File: config.mk
export PLATFORM = sky130hd
export DESIGN_NAME = sa_top
export DESIGN_NICKNAME = d
export VERILOG_FILES = /design/src/verilog/fp16_pkg.sv /design/src/verilog/sa_pkg.sv /design/src/verilog/sa_top.sv /design/src/verilog/sa_array.sv /design/src/verilog/sa_pe.sv /design/src/verilog/fp16_add.sv /design/src/verilog/fp16_mul.sv
export SDC_FILE = /design/constraint.sdc
export NUM_CORES = 2
export LEC_CHECK = 0
export ABC_AREA = 1
export BUFFER_PORTS_ARGS = -buffer_cell sky130_fd_sc_hd__buf_2
export CAP_MARGIN = 20
export CORE_ASPECT_RATIO = 1.25
export CORE_UTILIZATION = 35
export CTS_CLUSTER_DIAMETER = 100
export CTS_CLUSTER_SIZE = 14
export DETAILED_ROUTE_END_ITERATION = 12
export PLACE_DENSITY = 0.47
export SKIP_CTS_REPAIR_TIMING = 1
export SLEW_MARGIN = 40
export SYNTH_ARGS = -nofsm -noshare
export SYNTH_HDL_FRONTEND = slang
export SYNTH_SLANG_ARGS = --single-unit
File: constraint.sdc
create_clock -name clk -period 13.75 [get_ports clk]
set_clock_uncertainty 0.05 [all_clocks]
set_input_delay 0.6875 -clock clk [delete_from_list [all_inputs] [get_ports clk]]
set_output_delay 0.6875 -clock clk [all_outputs]
set_load 0.02 [all_outputs]
File: src/verilog/fp16_pkg.sv
/* Half-precision float definitions
   Field widths, bias, special exponents and the packed fp16 word */
`default_nettype none

package fp16_pkg;

    // Simplified IEEE half precision, no subnormals
    localparam int EXP_W    = 5;                  // Exponent field width
    localparam int MAN_W    = 10;                 // Stored mantissa width
    localparam int EXP_BIAS = 15;                 // Exponent bias

    // Exponent of all ones marks infinity
    localparam int EXP_MAX  = 31;

    // Two 11-bit hidden-bit significands multiplied
    localparam int PROD_W   = 2 * (MAN_W + 1);    // 22 bits

    // One half-precision word, sign on top
    // Exponent 0 is read as zero whatever the mantissa holds
    typedef struct packed {
        logic             sign;   // 1 means negative
        logic [EXP_W-1:0] exp;    // Biased exponent
        logic [MAN_W-1:0] man;    // Fraction, hidden bit dropped
    } fp16_t;

    // Total width is 1 + EXP_W + MAN_W = 16
    // Lower EXP_W+MAN_W bits give the magnitude for ordering

endpackage

`default_nettype wire
File: src/verilog/sa_pkg.sv
/* Systolic array definitions
   Array size, run length, matrix word and controller states */
`default_nettype none

package sa_pkg;

    // Square array edge
    localparam int N         = 2;

    // Compute cycles per product, 2N+1
    localparam int RUN_STEPS = 2 * N + 1;

    // Activation feeder depth per row, column of A plus skew
    localparam int FEED_LEN  = 2 * N - 1;

    // Bottom-of-column delay registers that line up the products
    localparam int DLY_LEN   = 2 * N - 2;

    // Step counter width
    localparam int STEP_W    = $clog2(RUN_STEPS);

    // 2x2 matrix, row-major, m00 in the top bits
    typedef struct packed {
        fp16_pkg::fp16_t m00;
        fp16_pkg::fp16_t m01;
        fp16_pkg::fp16_t m10;
        fp16_pkg::fp16_t m11;
    } mat_t;

    // Controller sequence
    typedef enum logic [1:0] {
        IDLE,   // Waiting for go
        LOAD,   // Weights and feeders loaded
        RUN,    // Array stepping
        DONE    // Result valid, one cycle
    } ctrl_state_t;

endpackage

`default_nettype wire

File: src/verilog/sa_top.sv
/* Systolic array top with controller
   Sequences load and run on a go strobe and reports busy and a done pulse */
`timescale 1ns/1ps
`default_nettype none

module sa_top (
    input  logic         clk,
    input  logic         rst,
    input  logic         go,
    input  sa_pkg::mat_t a_mat,
    input  sa_pkg::mat_t b_mat,
    output logic         busy,
    output logic         done,
    output sa_pkg::mat_t c_mat
);

    import sa_pkg::*;

    ctrl_state_t state;
    ctrl_state_t state_nxt;
    logic        load;         // Weights and feeders take A and B
    logic        compute;      // Array steps
    logic        array_done;   // Last run step

    sa_array i_array (
        .clk        (clk),
        .rst        (rst),
        .load       (load),
        .compute    (compute),
        .a_mat      (a_mat),
        .b_mat      (b_mat),
        .c_mat      (c_mat),
        .array_done (array_done)
    );

    always_ff @(posedge clk) begin
        if (!rst)
            state <= IDLE;
        else
            state <= state_nxt;
    end

    always_comb begin
        state_nxt = state;
        case (state)
            IDLE:    if (go) state_nxt = LOAD;
            LOAD:    state_nxt = RUN;              // Single load cycle
            RUN:     if (array_done) state_nxt = DONE;
            DONE:    state_nxt = IDLE;             // Result flagged for one cycle
            default: state_nxt = IDLE;
        endcase
    end

    assign load    = (state == LOAD);
    assign compute = (state == RUN);
    assign busy    = (state == LOAD) || (state == RUN);   // go ignored while high
    assign done    = (state == DONE);

    // Array step counter must line up with the controller, done 7 cycles after go
    a_done_single: assert property (
        @(posedge clk) disable iff (!rst) (state == IDLE && go) |-> ##7 done);

endmodule

`default_nettype wire

File: src/verilog/sa_array.sv
/* 2x2 weight-stationary array
   Skewed A feeders, PE grid, column delay lines, step counter and result capture */
`timescale 1ns/1ps
`default_nettype none

module sa_array (
    input  logic         clk,
    input  logic         rst,
    input  logic         load,
    input  logic         compute,
    input  sa_pkg::mat_t a_mat,
    input  sa_pkg::mat_t b_mat,
    output sa_pkg::mat_t c_mat,
    output logic         array_done
);

    import fp16_pkg::*;
    import sa_pkg::*;

    fp16_t             a_elem [N][N];           // A as [row][col]
    fp16_t             b_elem [N][N];           // B as [row][col]
    fp16_t             feed   [N][FEED_LEN];    // Per-row activation queue, slot 0 feeds the PE
    fp16_t             act    [N][N];           // West input of PE(r,c)
    fp16_t             psum   [N+1][N];         // North input of PE(r,c), row N is the bottom
    fp16_t             dly    [N][DLY_LEN];     // Per-column product delay
    fp16_t             tap    [N][DLY_LEN+1];   // Tap 0 is the live bottom sum
    mat_t              c_next;
    logic [STEP_W-1:0] step_cnt;

    always_comb begin
        a_elem[0][0] = a_mat.m00;
        a_elem[0][1] = a_mat.m01;
        a_elem[1][0] = a_mat.m10;
        a_elem[1][1] = a_mat.m11;
        b_elem[0][0] = b_mat.m00;
        b_elem[0][1] = b_mat.m01;
        b_elem[1][0] = b_mat.m10;
        b_elem[1][1] = b_mat.m11;
    end

    // Row r carries column r of A, skewed r slots back
    always_ff @(posedge clk) begin
        if (!rst) begin
            for (int r = 0; r < N; r++)
                for (int i = 0; i < FEED_LEN; i++)
                    feed[r][i] <= '0;
        end else if (load) begin
            for (int r = 0; r < N; r++) begin
                for (int i = 0; i < FEED_LEN; i++)
                    feed[r][i] <= '0;
                for (int k = 0; k < N; k++)
                    feed[r][k+r] <= a_elem[k][r];   // Overrides the clear above
            end
        end else if (compute) begin
            for (int r = 0; r < N; r++) begin
                for (int i = 0; i < FEED_LEN - 1; i++)
                    feed[r][i] <= feed[r][i+1];
                feed[r][FEED_LEN-1] <= '0;   // Zeros trail the data
            end
        end
    end

    genvar r, c;
    for (r = 0; r < N; r++) begin : g_row
        assign act[r][0] = feed[r][0];
        for (c = 0; c < N; c++) begin : g_col
            if (r == 0) begin : g_top
                assign psum[0][c] = '0;   // Nothing from the north edge
            end
            if (c < N - 1) begin : g_mid
                sa_pe i_pe (
                    .clk        (clk),
                    .rst        (rst),
                    .compute    (compute),
                    .weight_en  (load),
                    .weight_in  (b_elem[r][c]),
                    .act_west   (act[r][c]),
                    .psum_north (psum[r][c]),
                    .act_east   (act[r][c+1]),
                    .psum_south (psum[r+1][c])
                );
            end else begin : g_edge
                // East edge, activation leaves the array
                sa_pe i_pe (
                    .clk        (clk),
                    .rst        (rst),
                    .compute    (compute),
                    .weight_en  (load),
                    .weight_in  (b_elem[r][c]),
                    .act_west   (act[r][c]),
                    .psum_north (psum[r][c]),
                    .act_east   (),
                    .psum_south (psum[r+1][c])
                );
            end
        end
    end

    always_comb begin
        for (int k = 0; k < N; k++) begin
            tap[k][0] = psum[N][k];
            for (int j = 0; j < DLY_LEN; j++)
                tap[k][j+1] = dly[k][j];
        end
    end

    // C[k][c] sits at tap DLY_LEN-(k+c) on the last step
    always_comb begin
        c_next.m00 = tap[0][DLY_LEN];
        c_next.m01 = tap[1][DLY_LEN-1];
        c_next.m10 = tap[0][DLY_LEN-1];
        c_next.m11 = tap[1][DLY_LEN-2];
    end

    assign array_done = compute && (step_cnt == STEP_W'(RUN_STEPS - 1));

    always_ff @(posedge clk) begin
        if (!rst) begin
            step_cnt <= '0;
            c_mat    <= '0;
            for (int k = 0; k < N; k++)
                for (int j = 0; j < DLY_LEN; j++)
                    dly[k][j] <= '0;
        end else if (compute) begin
            for (int k = 0; k < N; k++) begin
                dly[k][0] <= psum[N][k];
                for (int j = 1; j < DLY_LEN; j++)
                    dly[k][j] <= dly[k][j-1];
            end
            if (array_done) begin
                step_cnt <= '0;
                c_mat    <= c_next;   // Held until the next run ends
            end else begin
                step_cnt <= step_cnt + 1'b1;
            end
        end
    end

    // Controller never overlaps the two phases
    a_load_compute_excl: assert property (
        @(posedge clk) disable iff (!rst) !(load && compute));

endmodule

`default_nettype wire

File: src/verilog/sa_pe.sv
/* Systolic processing element
   Holds one weight, forwards activations east and accumulated sums south */
`timescale 1ns/1ps
`default_nettype none

module sa_pe (
    input  logic            clk,
    input  logic            rst,
    input  logic            compute,
    input  logic            weight_en,
    input  fp16_pkg::fp16_t weight_in,
    input  fp16_pkg::fp16_t act_west,
    input  fp16_pkg::fp16_t psum_north,
    output fp16_pkg::fp16_t act_east,
    output fp16_pkg::fp16_t psum_south
);

    import fp16_pkg::*;

    fp16_t weight;   // Stationary B element
    fp16_t prod;     // act_west * weight
    fp16_t sum;      // psum_north + prod

    fp16_mul i_mul (
        .a (act_west),
        .b (weight),
        .y (prod)
    );

    fp16_add i_add (
        .a (psum_north),
        .b (prod),
        .y (sum)
    );

    always_ff @(posedge clk) begin
        if (!rst) begin
            weight     <= '0;
            act_east   <= '0;
            psum_south <= '0;
        end else begin
            if (weight_en)
                weight <= weight_in;
            // One register stage on both paths
            if (compute) begin
                act_east   <= act_west;
                psum_south <= sum;
            end
        end
    end

endmodule

`default_nettype wire

File: src/verilog/fp16_add.sv
/* Half-precision adder, combinational
   Same-sign addition with alignment and carry normalization, opposite signs give +0 */
`timescale 1ns/1ps
`default_nettype none

module fp16_add (
    input  fp16_pkg::fp16_t a,
    input  fp16_pkg::fp16_t b,
    output fp16_pkg::fp16_t y
);

    import fp16_pkg::*;

    fp16_t            big;        // Larger magnitude operand
    fp16_t            lesser;     // Smaller magnitude operand
    logic [EXP_W-1:0] exp_diff;
    logic [MAN_W:0]   sig_small;  // Smaller significand after alignment
    logic [MAN_W+1:0] sig_sum;    // One extra bit for the carry
    logic [EXP_W-1:0] exp_inc;    // Exponent after a carry

    // Order by magnitude, sign bit left out
    assign {big, lesser} = (a[EXP_W+MAN_W-1:0] < b[EXP_W+MAN_W-1:0]) ? {b, a} : {a, b};

    assign exp_diff  = big.exp - lesser.exp;   // Never negative after ordering
    assign sig_small = {1'b1, lesser.man} >> exp_diff;
    assign sig_sum   = {1'b1, big.man} + sig_small;
    assign exp_inc   = big.exp + 1'b1;

    always_comb begin
        if (lesser.exp == '0) begin
            // Zero always sorts low, so the other one is big
            y = big;
        end else if (big.exp == EXP_W'(EXP_MAX)) begin
            y.sign = big.sign;
            y.exp  = EXP_W'(EXP_MAX);
            y.man  = '0;
        end else if (big.sign != lesser.sign) begin
            y = '0;   // No subtraction path
        end else if (sig_sum[MAN_W+1]) begin
            // Carry out, renormalize by one place
            y.sign = big.sign;
            y.exp  = exp_inc;
            y.man  = (exp_inc == EXP_W'(EXP_MAX)) ? '0 : sig_sum[MAN_W:1];
        end else begin
            y.sign = big.sign;
            y.exp  = big.exp;
            y.man  = sig_sum[MAN_W-1:0];   // Hidden bit dropped
        end
    end

endmodule

`default_nettype wire

File: src/verilog/fp16_mul.sv
/* Half-precision multiplier, combinational
   Truncates, flushes underflow to signed zero and saturates to signed infinity */
`timescale 1ns/1ps
`default_nettype none

module fp16_mul (
    input  fp16_pkg::fp16_t a,
    input  fp16_pkg::fp16_t b,
    output fp16_pkg::fp16_t y
);

    import fp16_pkg::*;

    logic [PROD_W-1:0] prod;      // Hidden-bit significand product
    logic              carry;     // Product landed in [2,4)
    logic [MAN_W-1:0]  man_norm;  // Normalized, truncated fraction
    logic [EXP_W+1:0]  exp_sum;   // ea + eb + carry, still biased twice
    logic              is_zero;
    logic              is_ovf;

    // Both significands carry the implied leading one
    assign prod  = {1'b1, a.man} * {1'b1, b.man};
    assign carry = prod[PROD_W-1];

    // Drop the leading one, the rest below is cut off
    assign man_norm = carry ? prod[PROD_W-2 -: MAN_W]
                            : prod[PROD_W-3 -: MAN_W];

    // Two spare bits keep the sum from wrapping
    assign exp_sum = {2'b00, a.exp} + {2'b00, b.exp} + {{(EXP_W+1){1'b0}}, carry};

    // Result exponent below 1 means exp_sum at or under the bias
    assign is_zero = (a.exp == '0) || (b.exp == '0) ||
                     (exp_sum <= (EXP_W+2)'(EXP_BIAS));

    // Result exponent of EXP_MAX or more
    assign is_ovf = exp_sum >= (EXP_W+2)'(EXP_MAX + EXP_BIAS);

    always_comb begin
        y.sign = a.sign ^ b.sign;   // Sign kept for zero and infinity too
        if (is_zero) begin
            y.exp = '0;
            y.man = '0;
        end else if (is_ovf) begin
            y.exp = EXP_W'(EXP_MAX);
            y.man = '0;
        end else begin
            // Remove one bias, fits in EXP_W after the range checks
            y.exp = EXP_W'(exp_sum - (EXP_W+2)'(EXP_BIAS));
            y.man = man_norm;
        end
    end

endmodule

`default_nettype wire

# Word level (Yosys, flattened, before mapping)
# Memories as Yosys holds them, arrays and structs flattened.
# Cells that the tools add are included.
totals:
  word_cells: 228
  memories: 2
  romBits: 0
  mem_bits_rw: 160
  latchBits: 0
  reg_bits: 229
  in_bits: 131
op_classes:
  bitwise_logic: 24
  n_mul: 4
  add_sub_neg: 25
  n_div: 0
  n_lt_le_gt_ge: 12
  n_eq_ne: 18
  n_mux: 70
  n_reduce_logical: 25
  n_shift: 4
memory_table:
  columns: ["name", "depth", "word_bits", "rd", "rd_ports_with_merged_regs", "wr", "line", "source"]
  rows:
  - ["i_array.feed", 2, 48, 2, 0, 2, "sa_array.sv:22", "fp16_t feed [N][FEED_LEN];"]
  - ["i_array.dly", 2, 32, 2, 0, 2, "sa_array.sv:25", "fp16_t dly [N][DLY_LEN];"]
ops:
  columns: ["operator", "count"]
  rows:
  - ["16-bit two-way mux", 32]
  - ["15-bit two-way mux", 12]
  - ["32-bit two-way mux", 4]
  - ["11-bit by 11-bit multiplier with 22-bit output", 4]
  - ["10-bit two-way mux", 8]
  - ["5-bit logical NOT", 12]
  - ["11-bit by 11-bit adder with 12-bit output", 4]
  - ["11-bit by 5-bit >> shifter with 11-bit output", 4]
  - ["5-bit == test, second input constant", 8]
  - ["1-bit by 15-bit less-than comparator with 1-bit output, first input constant", 2]
  - ["15-bit less-than comparator", 2]
  - ["6-bit by 1-bit adder with 7-bit output", 4]
  - ["7-bit by 6-bit greater-or-equal comparator with 1-bit output, second input constant", 4]
  - ["7-bit by 4-bit <= comparator with 1-bit output, second input constant", 4]
  - ["5-bit by 5-bit adder with 6-bit output", 4]
  - ["5-bit by 1-bit adder with 5-bit output, second input constant", 4]
  - ["1-bit bitwise OR", 20]
  - ["5-bit by 4-bit subtractor with 5-bit output, second input constant", 4]
  - ["5-bit subtractor", 4]
  - ["1-bit two-way mux", 10]
  - ["1-bit logical OR", 9]
  - ["2-bit one-hot mux with 4 select lines", 1]
  - ["2-bit == test, second input constant", 2]
  - ["2-bit two-way mux", 2]
  - ["other kinds (10)", 18]

# Logic depth before layout (Yosys ltp)
# An unclocked memory read counts as a cell.
depth:
  ltp_word: 16
  mapped_depth: 80
  ltp_nobuf: 76

# By module
# A second synthesis with hierarchy kept.
hier_totals:
  hier_cells: 6442
  hier_area_um2: 44307.5
by_module_without_submodules:
  columns: ["mod", "cells_each", "area_each_um2", "n_inst", "seq_area_each_um2"]
  rows:
  - ["fp16_add", 419, 2346.0, 4, 0.0]
  - ["sa_pe", 303, 2122.0, 4, 960.9]
  - ["sa_array", 870, 7757.4, 1, 5024.8]
  - ["fp16_mul at i_array.g_row[1].g_col[1].g_edge.i_pe.i_mul", 663, 4634.4, 1, 0.0]
  - ["fp16_mul at i_array.g_row[0].g_col[1].g_edge.i_pe.i_mul", 671, 4633.2, 1, 0.0]
  - ["fp16_mul at i_array.g_row[0].g_col[0].g_mid.i_pe.i_mul", 667, 4628.2, 1, 0.0]
  - ["fp16_mul at i_array.g_row[1].g_col[0].g_mid.i_pe.i_mul", 663, 4624.4, 1, 0.0]
  - ["sa_top", 20, 157.7, 1, 40.0]

# Least setup slack after synthesis
# No wires, ideal clock.
synth_path:
  path_kind: "register -> register"
  from: "memory i_array.feed[1][39] (netlist name)"
  to: "register i_array.g_row[1].g_col[0].g_mid.i_pe.psum_south[1] (netlist name)"
  period_less_slack_ns: 11.816
  setup_time_ns: 0.112
  arrival_time_ns: 11.654
  slack_ns: 1.934
  stages_incl_launch_ff: 65
  cell_sequence: "edfxtp_1 clkbuf_1 nand2_1 fa_1 inv_1 fa_1 inv_1 fa_1 inv_1 fa_1 inv_1 fa_1 inv_1 ha_1 nand4_1 nor2_1 nand3_1 nand4_1 [... 29 more ...] a21oi_1 o21bai_1 a21oi_1 o21ai_0 a21oi_1 o21bai_1 nand2_1 nand2_1 a21oi_1 inv_1 nand2_1 nand3_2 buf_1 nand2_1 nand2_1 nand2_1 nand2_1 nand2_1"
synth_lines:
  columns: ["item", "line", "source"]
  rows:
  - ["from (decl)", "sa_array.sv:22", null]
  - ["to (signal assigned)", "sa_pe.sv:47", "psum_south <= sum;"]
  - ["to (decl)", "sa_pe.sv:15", "output fp16_pkg::fp16_t psum_south"]

==> summary.txt <==
Status
  • Status: complete, no violations

Synth
  • Largest cells by area after synthesis: fa_1 19%, dfxtp_1 14%, nand2_1 13%
  • Mapped Cells: 4662
  • Ys flop type: dfxtp_1
  • Most frequent cells after synthesis: 1169 x nand2_1, 1010 x inv_1, 328 x fa_1
  • Seq/Total Area, Yosys: 0.2380
  • Synth Warn #: 0
  • Yosys cell types: 57
  • Syn Area/Cell: 7.451 um^2
  • Ys async rst share: 0
  • Yosys top cell area share: 0.1890
  • EDFF count, synth: 112
  • Dominant cell type by area after synthesis: fa_1
  • Number of synthesized register bits: 357
  • Syn nets: 5440
  • Mapped Area: 34740 um^2
  • Count leader, synth: nand2_1

Placement
  • Dpl ws: 0.8277 ns
  • Port bufs: 196
  • Placed cell count: 5998
  • DP Wirelength: 75750 um
  • Placer Congestion: 0.8492
  • Dpl cell area: 36840 um^2

STA
  • Tmin final: 12.49 ns
  • RSZ-0062 raised after global routing: no
  • Setup violations, final: 0
  • Final hold viol count: 0
  • Setup TNS: 0 ns
  • Fin crit share: 0.9083
  • Worst slew pin tran: 0.8001 ns
  • Worst setup margin: 1.261 ns
  • Slew HR: 0.4666
  • Slew Viols, Final: 0
  • Fmax achieved: 80.07 MHz

CTS
  • CTS Buffer Depth: 3
  • Worst-Skew Late Latency: 0.60 ns
  • CTS tree: built
  • Htree depth: 2
  • Cts bufs inserted: 36
  • Clk root buf: clkbuf_16
  • Clock Sinks: 357
  • Clock transition at path regs: 0.07 ns

Critical path
  • Critical path startpoint category: register
  • CP required: 14.17 ns
  • Crit path DAT: 12.91 ns
  • Worst path slowest cell: fa_2
  • CP endpoint kind: register
  • Crit Path Max Fanout: 36
  • Slowest stage delay, CP: 0.67 ns
  • Critical path class: register to register
  • Most used cell, CP: nand2_1

Global routing
  • Gr ovfl total: 0
  • Tot GR Track Use: 0.1941
  • Vias in the first global route: 29359
  • First-pass GRT wire length: 157300 um
  • Initial antenna violation count: 7
  • Largest net degree at the start of global routing: 98

Floorplanning
  • Die area: 100500 um^2
  • Die Span Y: 354.2 um
  • Chip Width: 283.8 um
  • CORE AREA: 97850 um^2
  • Initial Util: 0.3550
  • Std-Cell Rows: 128
  • I/O pins: 197

Cells and area
  • Layout cells sized above 1: 0.07657
  • Fillers: 10487
  • Area grow syn2layout: 9.815%
  • Nets: 5532
  • Core Util, Final: 0.3898
  • Post-route cell area: 38150 um^2
  • Post-Layout Cell Count: 6081

Routing
  • Via count: 28434
  • DR DRC count: 0
  • DR iter-0 viols: 1308
  • DR vias/cell: 4.676
  • Avg WL per Cell: 15.74 um
  • Detail Route Antenna Nets: 0
  • 1st-pass router iterations: 5
  • WL final: 95700 um

Power
  • Worst vdd rail ir drop: 0.3003 mV
  • Power Dens Cells: 213.6 nW/um^2
  • P_leak: 0.02084 uW

Flow run
  • MaxCap Viol Count: 0

Hold path
  • Hold/Removal Path Class: primary input to register
[final timing paths]
check        cells after the start  slack (ns)        to                              start
max                             65        1.26  register  i_array.feed[1][34]$_SDFFCE_PN0P_
min                              3        0.26  register                          b_mat[42]
max reg2reg                     65        1.26  register  i_array.feed[1][34]$_SDFFCE_PN0P_
min reg2reg                      2        0.40  register                           register
[cell type report]
class	instances	area [um^2]	share of cell area
Timing Repair Buffer	242	1340	0.03513
Antenna cell	1	2.502	0.00006560
Multi-Input combinational cell	3099	21940	0.5751
Clock inverter	13	162.7	0.004264
Sequential cell	357	8274	0.2169
Clock buffer	51	977.2	0.02562
Inverter	1018	3826	0.1003
Tap cell	1300	1627	0.04264
[state kept, by name, indices dropped and copies added (netlist names)]
| signal | cells |
|---|---|
| i_array.feed | 80 |
| i_array.c_mat | 64 |
| i_array.dly | 48 |
| i_array.g_row.g_col.g_mid.i_pe.act_east | 32 |
| i_array.g_row.g_col.g_mid.i_pe.psum_south | 32 |
| i_array.g_row.g_col.g_mid.i_pe.weight | 32 |
| i_array.g_row.g_col.g_edge.i_pe.psum_south | 32 |
| i_array.g_row.g_col.g_edge.i_pe.weight | 32 |
| i_array.step_cnt | 3 |
| state | 2 |
[where the power goes]
| group | internal (uW) | total, uW | switching (uW) |
|---|---|---|---|
| sequential | 1300 | 1580 | 282 |
| combinational | 1920 | 5560 | 3650 |
| clock | 530 | 1010 | 477 |
[per-layer routing]
| layer | GRT usage | share of wire | up-vias |
|---|---|---|---|
| li1 | - | - | 14504 |
| met1 | 0.2459 | 0.45 | 13426 |
| met2 | 0.3475 | 0.49 | 371 |
| met3 | 0.02134 | 0.029 | 121 |
| met4 | 0.05265 | 0.025 | 12 |
| met5 | 0 | 0.00069 | - |
[per-stage QoR]
stage / total power, uW / hold slack (ns)
after global routing: 9071 / 0.2455
final: 8148 / 0.2612
after floorplan: 5731 / 0.3758
after global placement: 7170 / 0.3859
after detailed placement: 7111 / 0.3890
after CTS: 8187 / 0.2146
[critical path, delay by kind of cell (launching register included)]
family | cells | cell delay, ns
adder cells (fa/ha/maj) | 13 | 5.59
AO/OA/AOI/OAI | 16 | 2.15
AND/OR/NAND/NOR | 24 | 2.64
flip-flops | 1 | 0.57
buffers and inverters | 12 | 1.33
[cells in the final DEF, fill, tap and decap left out, drive strengths merged, types with 35 or more instances in the layout]
cell / count
fa: 328
nand3: 206
buf: 242
dfxtp: 245
ha: 319
xor2: 55
a21oi: 186
clkbuf: 51
nand2: 1184
edfxtp: 112
inv: 1021
nor2: 305
xnor2: 35
o21ai: 280
[kinds of logic (layout without fill, tap and decap cells)]
kind of cell	after synthesis	after routing	synth area share
AOI/OAI and AO/OA	588	588	0.09405
xor gates and xnor gates	90	90	0.02313
other	0	1	0
and+or+nand+nor	1774	1774	0.2085
DFF	357	357	0.2380
adders and majority gates	647	647	0.3039
buffers and inverters	1206	1324	0.1324
(Power assumes the default switching activity.)
